[src/hdl/isa_pkg.sv]
`default_nettype none

package isa_pkg;

    localparam int word_w   = 32;
    localparam int alu_op_w = 12;

    // bit positions in the one-hot alu operation field
    localparam int alu_add  = 0;
    localparam int alu_sub  = 1;
    localparam int alu_slt  = 2;
    localparam int alu_sltu = 3;
    localparam int alu_and  = 4;
    localparam int alu_nor  = 5;
    localparam int alu_or   = 6;
    localparam int alu_xor  = 7;
    localparam int alu_sll  = 8;
    localparam int alu_srl  = 9;
    localparam int alu_sra  = 10;
    localparam int alu_lui  = 11;

    // bit positions in the one-hot store kind
    localparam int ls_sw  = 0;
    localparam int ls_sb  = 1;
    localparam int ls_sh  = 2;
    localparam int ls_swl = 3;
    localparam int ls_swr = 4;

    typedef logic [alu_op_w-1:0] alu_op_t;
    typedef logic [word_w-1:0]   word_t;
    typedef logic [4:0]          reg_idx_t;
    typedef logic [4:0]          ls_type_t;
    typedef logic [3:0]          strb_t;

endpackage

`default_nettype wire

[src/hdl/pipe_pkg.sv]
`default_nettype none

package pipe_pkg;

    import isa_pkg::*;

    typedef struct packed {
        logic mult;
        logic multu;
        logic mthi;
        logic mtlo;
        logic mfhi;
        logic mflo;
    } hilo_op_t;

    // decoded instruction as handed over by decode
    typedef struct packed {
        alu_op_t  alu_op;
        logic     src1_is_sa;
        logic     src1_is_pc;
        logic     src2_is_imm;
        logic     src2_is_8;
        logic [15:0] imm;
        word_t    rs_value;
        word_t    rt_value;
        word_t    pc;
        reg_idx_t dest;
        logic     gpr_we;
        logic     mem_re;
        logic     mem_we;
        ls_type_t ls_type;
        hilo_op_t hilo_op;
    } exe_inst_t;

endpackage

`default_nettype wire

[src/hdl/operand_if.sv]
`default_nettype none

interface operand_if
    import isa_pkg::*;
    import pipe_pkg::*;
(
    input logic clk          // only used for checks in the compute blocks
);

    word_t    src1;
    word_t    src2;
    alu_op_t  alu_op;
    hilo_op_t hilo_op;

    modport source (input clk, output src1, src2, alu_op, hilo_op);
    modport sink   (input clk, input src1, src2, alu_op, hilo_op);

endinterface

`default_nettype wire

[src/hdl/alu.sv]
`default_nettype none

module alu
    import isa_pkg::*;
(
    operand_if.sink ops,
    output word_t   result
);

    alu_op_t    op;
    logic [4:0] shamt;
    word_t      sum;
    word_t      diff;
    word_t      slt_res;
    word_t      sltu_res;
    word_t      sll_res;
    word_t      srl_res;
    word_t      sra_res;
    word_t      lui_res;

    assign op    = ops.alu_op;
    assign shamt = ops.src1[4:0];

    assign sum      = ops.src1 + ops.src2;
    assign diff     = ops.src1 - ops.src2;
    assign slt_res  = word_t'($signed(ops.src1) < $signed(ops.src2));
    assign sltu_res = word_t'(ops.src1 < ops.src2);
    assign sll_res  = ops.src2 << shamt;
    assign srl_res  = ops.src2 >> shamt;
    assign sra_res  = word_t'($signed(ops.src2) >>> shamt);
    assign lui_res  = {ops.src2[15:0], 16'b0};

    // one-hot select, zero op gives zero
    assign result = ({word_w{op[alu_add ]}} & sum)
                  | ({word_w{op[alu_sub ]}} & diff)
                  | ({word_w{op[alu_slt ]}} & slt_res)
                  | ({word_w{op[alu_sltu]}} & sltu_res)
                  | ({word_w{op[alu_and ]}} & (ops.src1 & ops.src2))
                  | ({word_w{op[alu_nor ]}} & ~(ops.src1 | ops.src2))
                  | ({word_w{op[alu_or  ]}} & (ops.src1 | ops.src2))
                  | ({word_w{op[alu_xor ]}} & (ops.src1 ^ ops.src2))
                  | ({word_w{op[alu_sll ]}} & sll_res)
                  | ({word_w{op[alu_srl ]}} & srl_res)
                  | ({word_w{op[alu_sra ]}} & sra_res)
                  | ({word_w{op[alu_lui ]}} & lui_res);

    op_onehot: assert property (
        @(posedge ops.clk) $onehot0(op)
    ) else $error("alu_op is not one-hot");

endmodule

`default_nettype wire

[src/hdl/exe_stage_reg.sv]
`default_nettype none

module exe_stage_reg
    import pipe_pkg::*;
(
    input  logic      clk,
    input  logic      reset,
    input  logic      in_valid,
    input  exe_inst_t in_inst,
    output logic      in_allowin,
    input  logic      out_allowin,
    output logic      out_valid,
    output logic      fire,
    output exe_inst_t inst
);

    logic      valid;
    logic      accept;
    exe_inst_t inst_r;

    assign fire       = valid && out_allowin;   // leaves at this edge
    assign in_allowin = !valid || fire;         // nothing stalls inside the stage
    assign accept     = in_valid && in_allowin;

    always_ff @(posedge clk) begin
        if (reset) begin
            valid <= 1'b0;
        end else if (in_allowin) begin
            valid <= in_valid;
        end
    end

    always_ff @(posedge clk) begin
        if (accept) begin
            inst_r <= in_inst;
        end
    end

    assign out_valid = valid;
    assign inst      = inst_r;

    // a held instruction must not change under back-pressure
    hold_stable: assert property (
        @(posedge clk) disable iff (reset)
        (valid && !out_allowin) |=> $stable(inst_r)
    ) else $error("payload changed while stalled");

endmodule

`default_nettype wire

[src/hdl/exe_top.sv]
`default_nettype none

module exe_top
    import isa_pkg::*;
    import pipe_pkg::*;
(
    input  logic        clk,
    input  logic        reset,
    input  logic        in_valid,
    output logic        in_allowin,
    input  alu_op_t     alu_op,
    input  logic        src1_is_sa,
    input  logic        src1_is_pc,
    input  logic        src2_is_imm,
    input  logic        src2_is_8,
    input  logic [15:0] imm,
    input  word_t       rs_value,
    input  word_t       rt_value,
    input  word_t       pc,
    input  reg_idx_t    dest,
    input  logic        gpr_we,
    input  logic        mem_re,
    input  logic        mem_we,
    input  ls_type_t    ls_type,
    input  hilo_op_t    hilo_op,
    input  logic        out_allowin,
    output logic        out_valid,
    output word_t       out_result,
    output reg_idx_t    out_dest,
    output logic        out_gpr_we,
    output logic        data_sram_en,
    output strb_t       data_sram_wen,
    output word_t       data_sram_addr,
    output word_t       data_sram_wdata
);

    exe_inst_t in_inst;
    exe_inst_t inst;
    logic      fire;
    word_t     alu_result;

    operand_if ops (.clk(clk));

    assign in_inst = '{alu_op: alu_op, src1_is_sa: src1_is_sa, src1_is_pc: src1_is_pc,
                       src2_is_imm: src2_is_imm, src2_is_8: src2_is_8, imm: imm,
                       rs_value: rs_value, rt_value: rt_value, pc: pc, dest: dest,
                       gpr_we: gpr_we, mem_re: mem_re, mem_we: mem_we,
                       ls_type: ls_type, hilo_op: hilo_op};

    exe_stage_reg u_stage (
        .clk(clk), .reset(reset),
        .in_valid(in_valid), .in_inst(in_inst), .in_allowin(in_allowin),
        .out_allowin(out_allowin), .out_valid(out_valid), .fire(fire), .inst(inst)
    );

    operand_select u_opsel (.inst(inst), .ops(ops.source));

    alu u_alu (.ops(ops.sink), .result(alu_result));

    hilo_unit u_hilo (
        .clk(clk), .reset(reset), .fire(fire), .ops(ops.sink),
        .rs_value(inst.rs_value), .alu_result(alu_result), .result(out_result)
    );

    store_align u_store (
        .fire(fire), .mem_re(inst.mem_re), .mem_we(inst.mem_we), .ls_type(inst.ls_type),
        .addr(alu_result), .rt_value(inst.rt_value),
        .data_sram_en(data_sram_en), .data_sram_wen(data_sram_wen),
        .data_sram_wdata(data_sram_wdata)
    );

    assign data_sram_addr = alu_result;   // base plus offset
    assign out_dest       = inst.dest;
    assign out_gpr_we     = inst.gpr_we;

endmodule

`default_nettype wire

[src/hdl/hilo_unit.sv]
`default_nettype none

module hilo_unit
    import isa_pkg::*;
(
    input  logic    clk,
    input  logic    reset,
    input  logic    fire,
    operand_if.sink ops,
    input  word_t   rs_value,
    input  word_t   alu_result,
    output word_t   result
);

    logic [word_w:0]           mul_a;
    logic [word_w:0]           mul_b;
    logic signed [2*word_w-1:0] product;
    word_t                     hi;
    word_t                     lo;

    // 33 bit operands, top bit is the sign only for mult
    assign mul_a   = {ops.hilo_op.mult & ops.src1[word_w-1], ops.src1};
    assign mul_b   = {ops.hilo_op.mult & ops.src2[word_w-1], ops.src2};
    assign product = $signed(mul_a) * $signed(mul_b);

    always_ff @(posedge clk) begin
        if (reset) begin
            hi <= '0;
            lo <= '0;
        end else if (fire) begin
            if (ops.hilo_op.mult || ops.hilo_op.multu) begin
                hi <= product[2*word_w-1:word_w];
                lo <= product[word_w-1:0];
            end else if (ops.hilo_op.mthi) begin
                hi <= rs_value;
            end else if (ops.hilo_op.mtlo) begin
                lo <= rs_value;
            end
        end
    end

    // hi/lo already hold any earlier fired write
    assign result = ops.hilo_op.mfhi ? hi :
                    ops.hilo_op.mflo ? lo :
                                       alu_result;

    hilo_op_excl: assert property (
        @(posedge clk) disable iff (reset)
        fire |-> $onehot0(ops.hilo_op)
    ) else $error("more than one hi/lo operation");

endmodule

`default_nettype wire

[src/hdl/operand_select.sv]
`default_nettype none

module operand_select
    import isa_pkg::*;
    import pipe_pkg::*;
(
    input  exe_inst_t        inst,
    operand_if.source        ops
);

    logic  imm_zext;
    word_t imm_ext;

    // logical immediates are zero extended
    assign imm_zext = inst.alu_op[alu_and] | inst.alu_op[alu_or] | inst.alu_op[alu_xor];
    assign imm_ext  = {{(word_w-16){~imm_zext & inst.imm[15]}}, inst.imm};

    assign ops.src1 = inst.src1_is_sa ? word_t'(inst.imm[10:6]) :  // shift amount
                      inst.src1_is_pc ? inst.pc                 :
                                        inst.rs_value;
    assign ops.src2 = inst.src2_is_imm ? imm_ext       :
                      inst.src2_is_8   ? word_t'(8)    :           // link return offset
                                         inst.rt_value;

    assign ops.alu_op  = inst.alu_op;
    assign ops.hilo_op = inst.hilo_op;

    src1_sel_excl: assert property (
        @(posedge ops.clk) $onehot0({inst.src1_is_sa, inst.src1_is_pc})
    ) else $error("src1 select flags both set");

endmodule

`default_nettype wire

[src/hdl/store_align.sv]
`default_nettype none

module store_align
    import isa_pkg::*;
(
    input  logic     fire,
    input  logic     mem_re,
    input  logic     mem_we,
    input  ls_type_t ls_type,
    input  word_t    addr,
    input  word_t    rt_value,
    output logic     data_sram_en,
    output strb_t    data_sram_wen,
    output word_t    data_sram_wdata
);

    logic [1:0] a;
    strb_t      strb;
    word_t      wdata;

    assign a = addr[1:0];   // byte offset in the word

    always_comb begin
        strb  = '0;
        wdata = rt_value;
        case (1'b1)
            ls_type[ls_sw]: begin
                strb = 4'b1111;
            end
            ls_type[ls_sb]: begin
                strb  = 4'b0001 << a;
                wdata = {4{rt_value[7:0]}};
            end
            ls_type[ls_sh]: begin
                strb  = a[1] ? 4'b1100 : 4'b0011;
                wdata = {2{rt_value[15:0]}};
            end
            ls_type[ls_swl]: begin
                strb  = 4'b1111 >> (2'd3 - a);          // bytes 0..a
                wdata = rt_value >> {2'd3 - a, 3'b000};
            end
            ls_type[ls_swr]: begin
                strb  = 4'b1111 << a;                   // bytes a..3
                wdata = rt_value << {a, 3'b000};
            end
            default: begin
                strb = '0;
            end
        endcase
    end

    // request only at the fire edge, so a stalled store writes once
    assign data_sram_en    = fire && (mem_re || mem_we);
    assign data_sram_wen   = (fire && mem_we) ? strb : 4'b0000;
    assign data_sram_wdata = wdata;

    ls_type_onehot: assert final (
        $isunknown(fire) || !(fire && mem_we) || $onehot(ls_type)
    ) else $error("store kind is not one-hot");

endmodule

`default_nettype wire

[config.mk]
export PLATFORM = sky130hd
export DESIGN_NAME = exe_top
export DESIGN_NICKNAME = d
export VERILOG_FILES = /design/src/hdl/isa_pkg.sv /design/src/hdl/pipe_pkg.sv /design/src/hdl/operand_if.sv /design/src/hdl/alu.sv /design/src/hdl/exe_stage_reg.sv /design/src/hdl/exe_top.sv /design/src/hdl/hilo_unit.sv /design/src/hdl/operand_select.sv /design/src/hdl/store_align.sv
export SDC_FILE = /design/constraint.sdc
export NUM_CORES = 2
export LEC_CHECK = 0
export BUFFER_PORTS_ARGS = -buffer_cell sky130_fd_sc_hd__clkbuf_2
export CAP_MARGIN = 20
export CORE_MARGIN = 3
export CORE_UTILIZATION = 60
export DETAILED_ROUTE_END_ITERATION = 7
export PLACE_DENSITY = 0.78
export SLEW_MARGIN = 20
export SYNTH_ARGS = -nofsm -noshare
export SYNTH_HDL_FRONTEND = slang
export SYNTH_SLANG_ARGS = --single-unit
[constraint.sdc]
create_clock -name clk -period 14.84 [get_ports clk]
set_input_delay 3.71 -clock clk [delete_from_list [all_inputs] [get_ports clk]]
set_output_delay 3.71 -clock clk [all_outputs]
set_load 0.02 [all_outputs]
Yosys cells after proc, flatten, opt, wreduce, memory -nomap -nowiden. Cells that the tools add are included.

Equal/unequal tests: 1. Multiplexer cells: 23. Reductions and logical operators: 12. $lt $le $gt $ge: 2. Shifts and indexed selects: 8. $add $sub $neg: 3. Div/mod/pow operators: 0. Multiply operators: 1. Bitwise logic cells: 33.

Operators by type and width (number): 32-bit 2-to-1 mux (16); 32-bit OR (12); 32-bit bitwise AND (11); 32-bit by 1-bit bitwise AND with 32-bit output (2); 32-bit < comparator (2); 33-bit by 33-bit multiplier with 64-bit output (1); 32-bit by 5-bit left shift with 32-bit output (2); 32-bit by 5-bit >> shifter with 32-bit output (2); 32-bit adder (1); 32-bit inverter (1); 32-bit by 5-bit >>> shifter with 32-bit output (1); 32-bit subtractor (1); 32-bit XOR (1); 4-bit 2-to-1 mux (7); 1-bit logical AND (4); 2-bit nonzero test (2); 1-bit by 2-bit left shift with 4-bit output (first input constant) (1); 4-bit by 2-bit left shift with 4-bit output (first input constant) (1); 4-bit by 2-bit >> shifter with 4-bit output (first input constant) (1); 1-bit bitwise AND (3); 1-bit logical OR (3); 3-bit AND reduction (1); 2-bit by 1-bit != test with 1-bit output (second input constant) (1); 1-bit OR (2); other kinds (4) (4).

Latch bits: 0. Memories kept: 0. Memory bits (read-only): 0. RAM bits: 0. Bits of input ports: 151. Output and inout port bits: 109. Flip-flop bits (word level): 212. Word-level logic and storage cells: 106.

Longest topological paths before layout.
Depth after elaboration: 25. Gate-level depth with buffers: 39. Gate-level depth less buffers: 32.

Cells and area by module. A second synthesis with hierarchy kept.

Cells, all modules: 6475. Area, all modules: 57752.9 sq um.

Modules (own cells, without submodules): hilo_unit (area an instance 41238.3 sq um, cells an instance 4631, times used 1); alu (area an instance 9226.3 sq um, cells an instance 1323, times used 1); exe_stage_reg (area an instance 4476.8 sq um, cells an instance 153, times used 1); store_align (area an instance 1714.1 sq um, cells an instance 228, times used 1); operand_select (area an instance 1097.3 sq um, cells an instance 140, times used 1).

Worst setup path before layout. Ideal clock, no wire load.

Path type: reg2out. Start point: register u_stage.inst_r (netlist bit u_stage.inst[134]). End point: output data_sram_wdata[17]. Stages on the path, launching flop included: 25. Setup slack: 5388 ps. Arrival: 5742 ps. Path buffers: 9. Cell sequence: edfxtp_1 buf_2 buf_2 nand2b_1 o21ai_2 inv_2 buf_2 buf_1 clkbuf_1 buf_1 clkbuf_1 ha_1 clkbuf_1 nor3b_1 a32oi_1 a31oi_1 a221oi_2 o31a_1 o311ai_0 o211ai_4 buf_6 nor2_8 a2bb2o_1 a21oi_1 o32ai_1.

Cells in the longest elaborated chain, start to end: 20.

Ends and longest elaborated chain: start: declaration (line exe_stage_reg.sv:19) `exe_inst_t inst_r;`; start signal: assignment (line exe_stage_reg.sv:35) `inst_r <= in_inst;`; 32-bit 2-to-1 mux (*) (line operand_select.sv:18) `assign ops.src1 = inst.src1_is_sa ? word_t'(inst.imm[10:6]) :`; 32-bit adder / 32-bit subtractor (equally long branches) (line alu.sv:24, alu.sv:25); 32-bit bitwise AND, on equally long branches (line alu.sv:34, alu.sv:35); 32-bit OR (line alu.sv:35) `| ({word_w{op[alu_sub ]}} & diff)`; 32-bit OR (line alu.sv:36) `| ({word_w{op[alu_slt ]}} & slt_res)`; 32-bit OR (line alu.sv:37) `| ({word_w{op[alu_sltu]}} & sltu_res)`; 32-bit OR (line alu.sv:38) `| ({word_w{op[alu_and ]}} & (ops.src1 & ops.src2))`; 32-bit OR (line alu.sv:39) `| ({word_w{op[alu_nor ]}} & ~(ops.src1 | ops.src2))`; 32-bit OR (line alu.sv:40) `| ({word_w{op[alu_or ]}} & (ops.src1 | ops.src2))`; 32-bit OR (line alu.sv:41) `| ({word_w{op[alu_xor ]}} & (ops.src1 ^ ops.src2))`; 32-bit OR (line alu.sv:42) `| ({word_w{op[alu_sll ]}} & sll_res)`; 32-bit OR (line alu.sv:43) `| ({word_w{op[alu_srl ]}} & srl_res)`; 32-bit OR (*) (line alu.sv:44) `| ({word_w{op[alu_sra ]}} & sra_res)`; 32-bit OR (*) (line alu.sv:45) `| ({word_w{op[alu_lui ]}} & lui_res);`; 2-bit subtractor / 32-bit by 5-bit left shift with 32-bit output (equally long branches) (line store_align.sv:40, store_align.sv:44); 32-bit by 5-bit >> shifter with 32-bit output / 32-bit 2-to-1 mux (equally long branches) (line store_align.sv:40, store_align.sv:26); 32-bit 2-to-1 mux (*) (4 in a row) (line store_align.sv:26) `case (1'b1)`; end: declaration (line exe_top.sv:34) `output word_t data_sram_wdata`.

Mark *: on every way between the ends. The rest lies on a longest branch, timed or not.

Worst setup path in the final report.
Start point: register u_stage.inst_r (netlist bit u_stage.inst[134]). End point: register u_hilo.hi[26].

Cells in the longest elaborated chain, start to end: 4.

Ends and longest elaborated chain: 32-bit 2-to-1 mux (*) (line operand_select.sv:18); 1-bit bitwise AND (line hilo_unit.sv:22) `assign mul_a = {ops.hilo_op.mult & ops.src1[word_w-1], ops.src1};`; 33-bit by 33-bit multiplier with 64-bit output (*) (line hilo_unit.sv:24) `assign product = $signed(mul_a) * $signed(mul_b);`; 32-bit 2-to-1 mux (*) (line hilo_unit.sv:31) `if (ops.hilo_op.mult || ops.hilo_op.multu) begin`; end signal: assignment (line hilo_unit.sv:32) `hi <= product[2*word_w-1:word_w];`; end signal: assignment (line hilo_unit.sv:35) `hi <= rs_value;`; end: declaration (line hilo_unit.sv:18) `word_t hi;`.

Marks and branches as above. A chain may end at the register's enable or synchronous reset.

==> impl_metrics.env <==
export IMPL_status="finished with violations"
export IMPL_violations="design-rule violations"
export IMPL_synth_enable_flop_cells=147
export IMPL_final_setup_tns_ns=0
export IMPL_cp_slowest_stage_delay_ns=0.76
export IMPL_synth_seq_area_share=0.101
export IMPL_holdBufCountCts=0
export IMPL_critical_path_class="reg2reg"
export IMPL_die_width_um=313
export IMPL_chipHeight_um=313
export IMPL_tritoncts_num_sinks=212
export IMPL_max_cap_violations=0
export IMPL_number_of_gates_given_a_new_drive_strength_after_cts=0
export IMPL_root_buffer_cell="clkbuf_16"
export IMPL_syn_instance_count=6491
export IMPL_grt_ovfl_total=0
export IMPL_drt_wirelength_per_cell_um=32.6
export IMPL_layout_nets=8112
export IMPL_syn_area_sq_mm=0.0564
export IMPL_setup_viol_count_final=0
export IMPL_synth_xor_area_frac=0.0186
export IMPL_hold_ws_ns=0.463
export IMPL_syn_to_final_growth_pct=5.71
export IMPL_critical_path_top_cell_by_count="fa_1"
export IMPL_timing_critical_path_buf_inv=9
export IMPL_max_vdd_ir_drop_mv=0.440
export IMPL_synth_fp_nets=8078
export IMPL_maxSlewViolCount=0
export IMPL_synth_top_family_by_area="adder cells"
export IMPL_yosys_warning_total=0
export IMPL_synth_async_reset_ratio=0
export IMPL_total_leakage_power_nw=28.4
export IMPL_largest_net_degree_at_the_start_of_global_routing=75
export IMPL_cts_max_path_buffers=3
export IMPL_cts_inserted_buffers=23
export IMPL_cp_required_ns=15.29
export IMPL_ant_nets=0
export IMPL_dpl_hpwl_um=196000
export IMPL_vias_per_cell=6.73
export IMPL_routability_cong=1.14
export IMPL_row_cnt=111
export IMPL_rsz0062_at_grt="false"
export IMPL_drt_iter0_drc=8026
export IMPL_timing_critical_path_from_type="register"
export IMPL_cts_setup_buffers=0
export IMPL_finalCritPeriodShare=0.819
export IMPL_tightest_slew_ns=1.25
export IMPL_synth_seq_cells=212
export IMPL_postRouteWirelength_um=254000
export IMPL_grt_antenna_before_repair=28
export IMPL_powerDensity_mw_per_mm2=256
export IMPL_placed_cells_incl_taps=7743
export IMPL_tritoncts="yes"
export IMPL_die_area_sq_mm=0.0977
export IMPL_critical_path_arrival_ns=12.61
export IMPL_synth_mux_area_fraction=0.0344
export IMPL_clkLatencyLatePin_ns=0.56
export IMPL_layout_cells_non_filler=7802
export IMPL_dominantRegCellSynth="edfxtp_1"
export IMPL_hold_class="reg2reg"
export IMPL_routed_via_count=52500
export IMPL_fin_crit_ns=12.16
export IMPL_hold_viol=0
export IMPL_top_level_ports=260
export IMPL_slowest_stage="buf_4"
export IMPL_placement_io_buffers=259
export IMPL_globalRouteTotalUtil=0.519
export IMPL_average_cell_area_after_synthesis_sq_um=8.69
export IMPL_path_max_fanout=59
export IMPL_post_synth_and_or_nand_nor_area_fraction=0.140
export IMPL_crit_family="adder cells"
export IMPL_first_global_vias=53000
export IMPL_fmax_ghz=0.0823
export IMPL_detail_route_first_pass_iterations=8
export IMPL_drive_gt1_frac=0.0902
export IMPL_compound_gate_portion_of_the_synthesized_area=0.129
export IMPL_initial_util=0.610
export IMPL_synthDistinctLibCells=110
export IMPL_synthAdderAreaFrac=0.469
export IMPL_reg_clk_slew_reported_paths_ns=0.07
export IMPL_cts_htree_levels=1
export IMPL_placeable_core_area_sq_mm=0.0924
export IMPL_grt_pass1_wl_um=364000
export IMPL_fin_skew_ns=0.0201
export IMPL_post_route_drc_count=3
export IMPL_worst_setup_path_end_kind="register"
export IMPL_worst_slew_margin_rel=0.160
cell usage in the layout (no fill, tap or decap), drive strengths merged, types with 44 or more instances in the layout:
master / instances
a211oi: 44
a21o: 51
a21oi: 234
a31oi: 51
buf: 147
clkbuf: 286
dfxtp: 65
edfxtp: 147
fa: 1127
ha: 309
inv: 1165
mux2i: 143
nand2: 1013
nand3: 45
nor2: 603
nor3: 51
o211ai: 67
o21ai: 223
xnor2: 95
path summary, 6_finish.rpt:
| check | cells past startpoint | slack [ns] | end | from |
|---|---|---|---|---|
| min reg2reg | 2 | 0.46 | u_hilo.lo[7]$_SDFFE_PP0P_ | u_hilo.lo[7]$_SDFFE_PP0P_ |
| max reg2reg | 31 | 2.68 | u_hilo.hi[26]$_SDFFE_PP0P_ | u_stage.inst[134]$_DFFE_PP_ |
| min | 2 | 0.46 | u_hilo.lo[7]$_SDFFE_PP0P_ | u_hilo.lo[7]$_SDFFE_PP0P_ |
| max | 31 | 2.68 | u_hilo.hi[26]$_SDFFE_PP0P_ | u_stage.inst[134]$_DFFE_PP_ |
Yosys cell counts, types with 15 or more instances:
cell type,n,area (sq um)
and3_1,27,169
a221o_1,23,230
dfxtp_1,65,1300
o31a_1,15,131
nor3b_1,26,195
xnor2_1,95,832
a221oi_1,27,236
o221ai_1,27,236
ha_1,309,3870
a21oi_1,232,1160
a211oi_1,43,323
a22oi_1,29,218
nor3_1,51,255
nand2b_1,23,144
mux2i_1,139,1390
o211ai_1,65,488
buf_2,33,165
and2_1,26,163
buf_1,49,184
nand3_1,44,220
a311oi_1,38,333
o21a_1,18,135
inv_1,1143,4290
a31oi_1,51,319
clkbuf_1,289,1080
edfxtp_1,147,4410
o21bai_1,24,180
xor2_1,25,219
fa_1,1127,22600
buf_4,17,128
clkinv_1,22,82.6
nand2_1,1012,3800
a21o_1,51,383
o21ai_0,206,1030
o31ai_1,28,210
o22ai_1,23,144
mux2_2,31,349
nor2_1,600,2250
a22o_1,18,158
nor2b_1,21,131
power breakdown:
part	switching, mW	total, mW	leakage [nW]	internal [mW]
combinational	9.58	13.9	26.1	4.34
clock	0.281	0.592	0.353	0.312
sequential	0.0586	0.752	1.95	0.694
stage by stage:
stage | total power [mW] | setup WS (ns) | area (sq um) | utilization
after CTS | 14.5 | 3.20 | 59500 | 0.645
final | 15.3 | 2.68 | 59600 | 0.645
after global placement | 13.7 | 3.37 | 58800 | 0.637
after detailed placement | 13.8 | 3.24 | 58800 | 0.637
after floorplan | 8.70 | 5.39 | 56400 | -
after global routing | 15.8 | 2.37 | 59600 | 0.645
worst min-delay path: stages (launching register included):
cell and delay (ns):
dfxtp_1 0.31, nand2_1 0.06, a21oi_1 0.05
layer usage:
metal  wire length [um]  vias up  share of wire  GRT usage
met3              37600     1359           0.15      0.181
li1                   -    20700              -          -
met1              84700    25600           0.33      0.641
met5                103        -        0.00041          0
met2             106000     4790           0.42      0.743
met4              26200       16           0.10      0.406
cell type report:
| class | instances | area (sq um) |
|---|---|---|
| fillers | 7506 | 32800 |
| well taps | 1243 | 1560 |
| clock buffers | 27 | 591 |
| flip-flops and latches | 212 | 5720 |
| repair buffers | 406 | 2400 |
| diodes | 17 | 42.5 |
| clock inverters | 15 | 143 |
| inverters | 1179 | 4430 |
| multi-input cells | 4703 | 44700 |
kinds of logic after synthesis:
group                    after synthesis
AO/OA/AOI/OAI                       1059
XOR/XNOR                             120
adder cells (fa/ha/maj)             1436
buffers and inverters               1576
flip-flops                           212
multiplexers                         181
AND/OR/NAND/NOR                     1907
sequential cells by signal, summed over array words and instances (netlist names):
name and count:
u_stage.inst 147, u_hilo.hi 32, u_stage.out_valid 1, u_hilo.lo 32
Note: power is estimated with default switching activity, not from simulation.
